--- config.mk ---
export PLATFORM = sky130hd
export DESIGN_NAME = kogge_stone_adder
export DESIGN_NICKNAME = d
export VERILOG_FILES = /design/src/hw/ks_operand_pkg.sv /design/src/hw/ks_prefix_pkg.sv /design/src/hw/ks_pipe_ctrl.sv /design/src/hw/ks_pg_gen.sv /design/src/hw/ks_prefix_level.sv /design/src/hw/ks_sum_stage.sv /design/src/hw/kogge_stone_adder.sv
export VERILOG_INCLUDE_DIRS = /design/src /design/src/hw
export SDC_FILE = /design/constraint.sdc
export NUM_CORES = 1
export LEC_CHECK = 0
export BUFFER_PORTS_ARGS = -buffer_cell sky130_fd_sc_hd__buf_2
export CAP_MARGIN = 10
export CORE_AREA = 2 2 279 281
export DETAILED_ROUTE_END_ITERATION = 16
export DIE_AREA = 0 0 281 283
export HOLD_SLACK_MARGIN = 0.12
export PLACE_DENSITY = 0.73
export SLEW_MARGIN = 40
export SYNTH_ARGS = -nofsm -noshare
export SYNTH_HDL_FRONTEND = slang
export SYNTH_SLANG_ARGS = --single-unit
--- constraint.sdc ---
create_clock -name clk -period 13.35 [get_ports clk]
set_input_delay 2.67 -clock clk [delete_from_list [all_inputs] [get_ports clk]]
set_output_delay 2.67 -clock clk [all_outputs]
set_load 0.02 [all_outputs]
--- src/hw/ks_consts.svh ---
`ifndef KS_CONSTS_SVH
`define KS_CONSTS_SVH

// operand width in bits.
`define KS_WIDTH 64

// prefix levels, log2 of the width.
`define KS_LEVELS 6

// pg stage, the prefix levels, then the sum stage.
`define KS_STAGES (`KS_LEVELS + 2)

`endif

--- src/hw/ks_operand_pkg.sv ---
`include "ks_consts.svh"

package ks_operand_pkg;

    // one addend as seen on the adder ports.
    typedef logic [`KS_WIDTH-1:0] operand_t;

    // sum with the carry out as bit 64.
    typedef struct packed {
        logic                 cout;
        logic [`KS_WIDTH-1:0] sum;
    } result_t;

endpackage

--- src/hw/ks_prefix_pkg.sv ---
`include "ks_consts.svh"

package ks_prefix_pkg;

    // word handed from one prefix stage to the next.
    typedef struct packed {
        // group generate, widens by the span at every level.
        logic [`KS_WIDTH-1:0] grp_g;
        // group propagate, same grouping as grp_g.
        logic [`KS_WIDTH-1:0] grp_p;
        // bitwise propagate, untouched until the sum stage.
        logic [`KS_WIDTH-1:0] bit_p;
        // carry into bit 0.
        logic                 cin;
    } pg_word_t;

endpackage

--- src/hw/ks_pipe_ctrl.sv ---
`timescale 1ns/1ps
`include "ks_consts.svh"

module ks_pipe_ctrl (
    input  logic clk,
    input  logic reset,
    input  logic in_valid,
    input  logic out_ready,
    output logic advance,
    output logic out_valid
);

    // one bit per stage, bit 0 is the pg stage.
    logic [`KS_STAGES-1:0] stage_valid;

    // the whole pipe moves when the last slot is empty or being drained.
    // bubbles stay in place, so this one term is the only stall.
    assign advance = !stage_valid[`KS_STAGES-1] || out_ready;

    always_ff @(posedge clk) begin
        if (reset) begin
            stage_valid <= '0;
        end else if (advance) begin
            stage_valid <= {stage_valid[`KS_STAGES-2:0], in_valid};
        end
    end

    // last stage holds the registered sum.
    assign out_valid = stage_valid[`KS_STAGES-1];

endmodule

--- src/hw/ks_pg_gen.sv ---
`timescale 1ns/1ps
`include "ks_consts.svh"

module ks_pg_gen (
    input  logic                     clk,
    input  logic                     advance,
    input  ks_operand_pkg::operand_t a,
    input  ks_operand_pkg::operand_t b,
    input  logic                     cin,
    output ks_prefix_pkg::pg_word_t  pg
);
    import ks_prefix_pkg::*;

    logic [`KS_WIDTH-1:0] gen_bit;
    logic [`KS_WIDTH-1:0] prop_bit;
    pg_word_t             pg_next;

    // bitwise generate and propagate.
    assign gen_bit  = a & b;
    assign prop_bit = a ^ b;

    always_comb begin
        pg_next.grp_g = gen_bit;
        pg_next.grp_p = prop_bit;
        // cin folded into bit 0, so every group reaching bit 0 carries it.
        pg_next.grp_g[0] = gen_bit[0] | (prop_bit[0] & cin);
        pg_next.bit_p    = prop_bit;
        pg_next.cin      = cin;
    end

    always_ff @(posedge clk) begin
        if (advance) begin
            pg <= pg_next;
        end
    end

endmodule

--- src/hw/ks_prefix_level.sv ---
`timescale 1ns/1ps
`include "ks_consts.svh"

module ks_prefix_level #(
    parameter int span = 1
) (
    input  logic                    clk,
    input  logic                    advance,
    input  ks_prefix_pkg::pg_word_t pg_in,
    output ks_prefix_pkg::pg_word_t pg_out
);
    import ks_prefix_pkg::*;

    logic [`KS_WIDTH-1:0] g_next;
    logic [`KS_WIDTH-1:0] p_next;
    pg_word_t             pg_next;

    genvar i;
    generate
        for (i = 0; i < `KS_WIDTH; i++) begin : g_bit
            if (i >= span) begin : g_black
                // black combine with the group span positions below.
                assign g_next[i] = pg_in.grp_g[i]
                                 | (pg_in.grp_p[i] & pg_in.grp_g[i-span]);
                assign p_next[i] = pg_in.grp_p[i] & pg_in.grp_p[i-span];
            end else begin : g_done
                // group already reaches bit 0, the gray region.
                assign g_next[i] = pg_in.grp_g[i];
                assign p_next[i] = pg_in.grp_p[i];
            end
        end
    endgenerate

    always_comb begin
        pg_next.grp_g = g_next;
        pg_next.grp_p = p_next;
        pg_next.bit_p = pg_in.bit_p;
        pg_next.cin   = pg_in.cin;
    end

    always_ff @(posedge clk) begin
        if (advance) begin
            pg_out <= pg_next;
        end
    end

endmodule

--- src/hw/ks_sum_stage.sv ---
`timescale 1ns/1ps
`include "ks_consts.svh"

module ks_sum_stage (
    input  logic                    clk,
    input  logic                    advance,
    input  ks_prefix_pkg::pg_word_t pg,
    output ks_operand_pkg::result_t result
);
    import ks_operand_pkg::*;

    logic [`KS_WIDTH-1:0] carry;
    result_t              result_next;

    // carry into bit i is the final group generate of bit i-1.
    assign carry = {pg.grp_g[`KS_WIDTH-2:0], pg.cin};

    always_comb begin
        result_next.sum  = pg.bit_p ^ carry;
        // top group spans the full width, cin included.
        result_next.cout = pg.grp_g[`KS_WIDTH-1];
    end

    always_ff @(posedge clk) begin
        if (advance) begin
            result <= result_next;
        end
    end

endmodule

--- src/hw/kogge_stone_adder.sv ---
`timescale 1ns/1ps
`include "ks_consts.svh"

module kogge_stone_adder (
    input  logic                     clk,
    input  logic                     reset,
    input  ks_operand_pkg::operand_t a,
    input  ks_operand_pkg::operand_t b,
    input  logic                     cin,
    input  logic                     in_valid,
    output logic                     in_ready,
    output ks_operand_pkg::operand_t sum,
    output logic                     cout,
    output logic                     out_valid,
    input  logic                     out_ready
);
    import ks_operand_pkg::*;
    import ks_prefix_pkg::*;

    logic     advance;
    // level_pg[0] from the pg stage, level_pg[k] after prefix level k.
    pg_word_t level_pg [0:`KS_LEVELS];
    result_t  result;

    ks_pipe_ctrl u_ctrl (
        .clk       (clk),
        .reset     (reset),
        .in_valid  (in_valid),
        .out_ready (out_ready),
        .advance   (advance),
        .out_valid (out_valid)
    );

    // a stalled pipe cannot take a new operand pair.
    assign in_ready = advance;

    ks_pg_gen u_pg_gen (
        .clk     (clk),
        .advance (advance),
        .a       (a),
        .b       (b),
        .cin     (cin),
        .pg      (level_pg[0])
    );

    // spans 1, 2, 4, 8, 16, 32.
    genvar lvl;
    generate
        for (lvl = 0; lvl < `KS_LEVELS; lvl++) begin : g_level
            ks_prefix_level #(
                .span (1 << lvl)
            ) u_level (
                .clk     (clk),
                .advance (advance),
                .pg_in   (level_pg[lvl]),
                .pg_out  (level_pg[lvl+1])
            );
        end
    endgenerate

    ks_sum_stage u_sum (
        .clk     (clk),
        .advance (advance),
        .pg      (level_pg[`KS_LEVELS]),
        .result  (result)
    );

    assign sum  = result.sum;
    assign cout = result.cout;

endmodule

==> results.tsv <==
stage	metric	value	unit
pwr	clock power share	37.1	%
sta	Hold Fails Final Rpt	0	
global_routing	first-pass GRT wire length	108400	µm
global_routing	total congestion overflow	0	
logic_synthesis	Syn Inst Count	1961	
pwr	Psw	0.001743	W
pwr	Internal Pwr Total	0.006627	W
detailed_routing	Wirelength per Cell	20.92	µm
logic_synthesis	Post-Syn Nets	2158	
logic_synthesis	Synth Warn #	0	
setup_path	WP data required	10.68	ns
clock_tree	Sink Count	1234	
sta	Max-slew headroom	47.06	%
floorplan	Die ar.	79520	µm²
status	status	finished clean	
logic_synthesis	post-synthesis average cell area	21.68	µm²
pwr	P_leak	20.49	nW
sta	max frequency	167.7	MHz
floorplan	die width	281	µm
worst_hold_path	HP Class	reg -> reg	
floorplan	io pins	200	
run	max-cap viol count	0	
pwr	sequential share of power	59.0	%
setup_path	crit start category	input port	
detailed_routing	Routed WL	71650	µm
sta	final max-slew violation count	0	
logic_synthesis	mapped cell area	42520	µm²
global_routing	initial antenna violation count	3	
global_routing	largest net degree at the start of global routing	170	
clock_tree	CTS tree	built	
sta	Final min period	5.963	ns
detailed_routing	routed vias	17891	
sta	Final Setup Violations	0	
pwr	Comb power frac	3.8	%
floorplan	Rows	102	
setup_path	CP endpoint kind	primary output	
sta	Worst Skew	0.02092	ns
placement	Placer Congestion	0.8465	
detailed_routing	Initial DRC Count	1922	
final_layout	fraction of layout cells with a size suffix above 1	15.86	%
sta	final hold slack	0.4106	ns
clock_tree	insertion delay to the later sink of the worst-skew pair	0.67	ns
final_layout	P&R area growth vs syn	14.40	%
sta	crit share post-route	44.66	%
setup_path	Worst Path Arrival	3.29	ns
final_layout	final core utilization	63.42	%
sta	RSZ-0062 raised after global routing	false	
setup_path	worst-path maximum fanout	20	
detailed_routing	Pre-antenna DRT Iters	5	
sta	Setup Total Neg Slack	0	ns
clock_tree	maximum buffer depth of the clock tree	3	
global_routing	Overall Global Routing Usage	18.29	%
logic_synthesis	sequential area share after synthesis	86.96	%
detailed_routing	DRC viols	0	
sta	worst-margin pin slew	0.7941	ns
clock_tree	Clock Pin Slew Worst Setup and Hold Paths	0.06	ns
global_routing	vias in the first global route	18314	
clock_tree	root buffer cell	clkbuf_16	
final_layout	# nets final	2486	
detailed_routing	Vias/cell	5.224	
clock_tree	H-tree Lvls	3	
sta	Final WS setup	7.387	ns
clock_tree	Post-CTS Setup Inserts	0	
clock_tree	PostCTS Resize Cnt	0	
pwr	switching part of the total	20.83	%
logic_synthesis	register bit total from synthesis	1234	
floorplan	core footprint	76700	µm²
setup_path	Crit Path Class	in -> out	
logic_synthesis	number of distinct library cells after synthesis	12	
floorplan	Die Y	283	µm
floorplan	Initial Util	55.44	%
pwr	worst vdd ir	0.0001271	V
placement	DP HPWL	48050	µm
placement	pre-CTS setup slack	6.292	ns
detailed_routing	Post-DRT Antenna Nets	0	
pwr	power per cell area	172.1	nW/µm²
clock_tree	Post-CTS Hold Buffers	0	
clock_tree	Inserted Clock Buffers	112	
placement	Port Buffers	199	
## worst max-delay path: stages
cell and delay, ns:
buf_2 0.08, nand2b_4 0.31, buf_2 0.23
## cells by family after synthesis
family / count (synthesis) / synth area share (%)
AO/OA/AOI/OAI: 323 / 5.697
XOR/XNOR: 64 / 1.318
buffers and inverters: 2 / 0.03530
adder cells (fa/ha/maj): 64 / 1.883
flip-flops: 1234 / 86.96
AND/OR/NAND/NOR: 267 / 3.946
multiplexers: 7 / 0.1648
## cell type report
cell class | instances | area (µm²)
fill | 5058 | 28060
timing repair buffer | 215 | 1239
clock inverter | 74 | 701.9
tap | 1040 | 1301
multi-input combinational | 725 | 5532
clock buffer | 135 | 2889
antenna | 1 | 2.502
sequential | 1234 | 36980
inverter | 1 | 3.754
## metal layers
| layer | global-route usage [%] | share of wire (%) | vias to the layer above |
|---|---|---|---|
| li1 | - | - | 8304 |
| met1 | 25.14 | 40 | 8945 |
| met2 | 30.20 | 51 | 523 |
| met3 | 3.208 | 6.3 | 119 |
| met4 | 5.602 | 2.3 | 0 |
| met5 | 0 | 0 | - |
## per-stage QoR
step           instances  power [W]  instance area [µm²]
2_1_floorplan       1961   0.005097                42520
3_3_place_gp        3211   0.005331                44920
3_5_place_dp        3212   0.005349                44970
4_1_cts             3421   0.008446                48560
5_1_grt             3424   0.008652                48640
6_report            3425   0.008370                48640
## placed cells by master, fill, tap and decap left out, drive strengths merged
master / netlist / layout
edfxtp: 1226 / 1226
a21o: 322 / 322
and2: 258 / 258
buf: 1 / 214
clkbuf: 0 / 136
xor2: 64 / 64
ha: 64 / 64
clkinv: 0 / 49
bufinv: 0 / 11
nand2b: 9 / 9
inv: 1 / 9
dfxtp: 8 / 8
mux2i: 7 / 7
clkinvlp: 0 / 6
diode: 0 / 1
a21oi: 1 / 1
## power by group through the flow
| stage | clock [W] | combinational (W) | sequential (W) |
|---|---|---|---|
| 2_1_floorplan | 0 | 0.000136 | 0.00496 |
| 3_3_place_gp | 0 | 0.000317 | 0.00501 |
| 3_5_place_dp | 0 | 0.000323 | 0.00503 |
| 4_1_cts | 0.00317 | 0.000329 | 0.00495 |
| 5_1_grt | 0.00332 | 0.000351 | 0.00498 |
| 6_report | 0.00311 | 0.000321 | 0.00494 |
## sequential cells by signal, indices dropped and copies added (netlist names)
| name | count |
|---|---|
| u_ctrl.stage_valid | 8 |
| g_level.u_level.pg_out | 1032 |
| u_pg_gen.pg | 129 |
| u_sum.result | 65 |
## cells in the mapped netlist (all sizes together)
cell type,n,share of area (%)
inv,1,0.0088
mux2i,7,0.16
and2,258,3.8
nand2b,9,0.15
a21oi,1,0.012
ha,64,1.9
dfxtp,8,0.38
buf,1,0.026
edfxtp,1226,87
a21o,322,5.7
xor2,64,1.3
## worst paths after layout
check | start | to | slack, ns | depth (start not counted)
worst min register to register | g_level[4].u_level.pg_out[21] | g_level[5].u_level.pg_out[21] | 0.41 | 0
worst min-delay path | g_level[4].u_level.pg_out[21] | g_level[5].u_level.pg_out[21] | 0.41 | 0
worst max register to register | u_ctrl.stage_valid[7] | g_level[3].u_level.pg_out[49] | 9.43 | 6
worst max-delay path | out_ready | in_ready | 7.39 | 3
(Power assumes the default switching activity.)
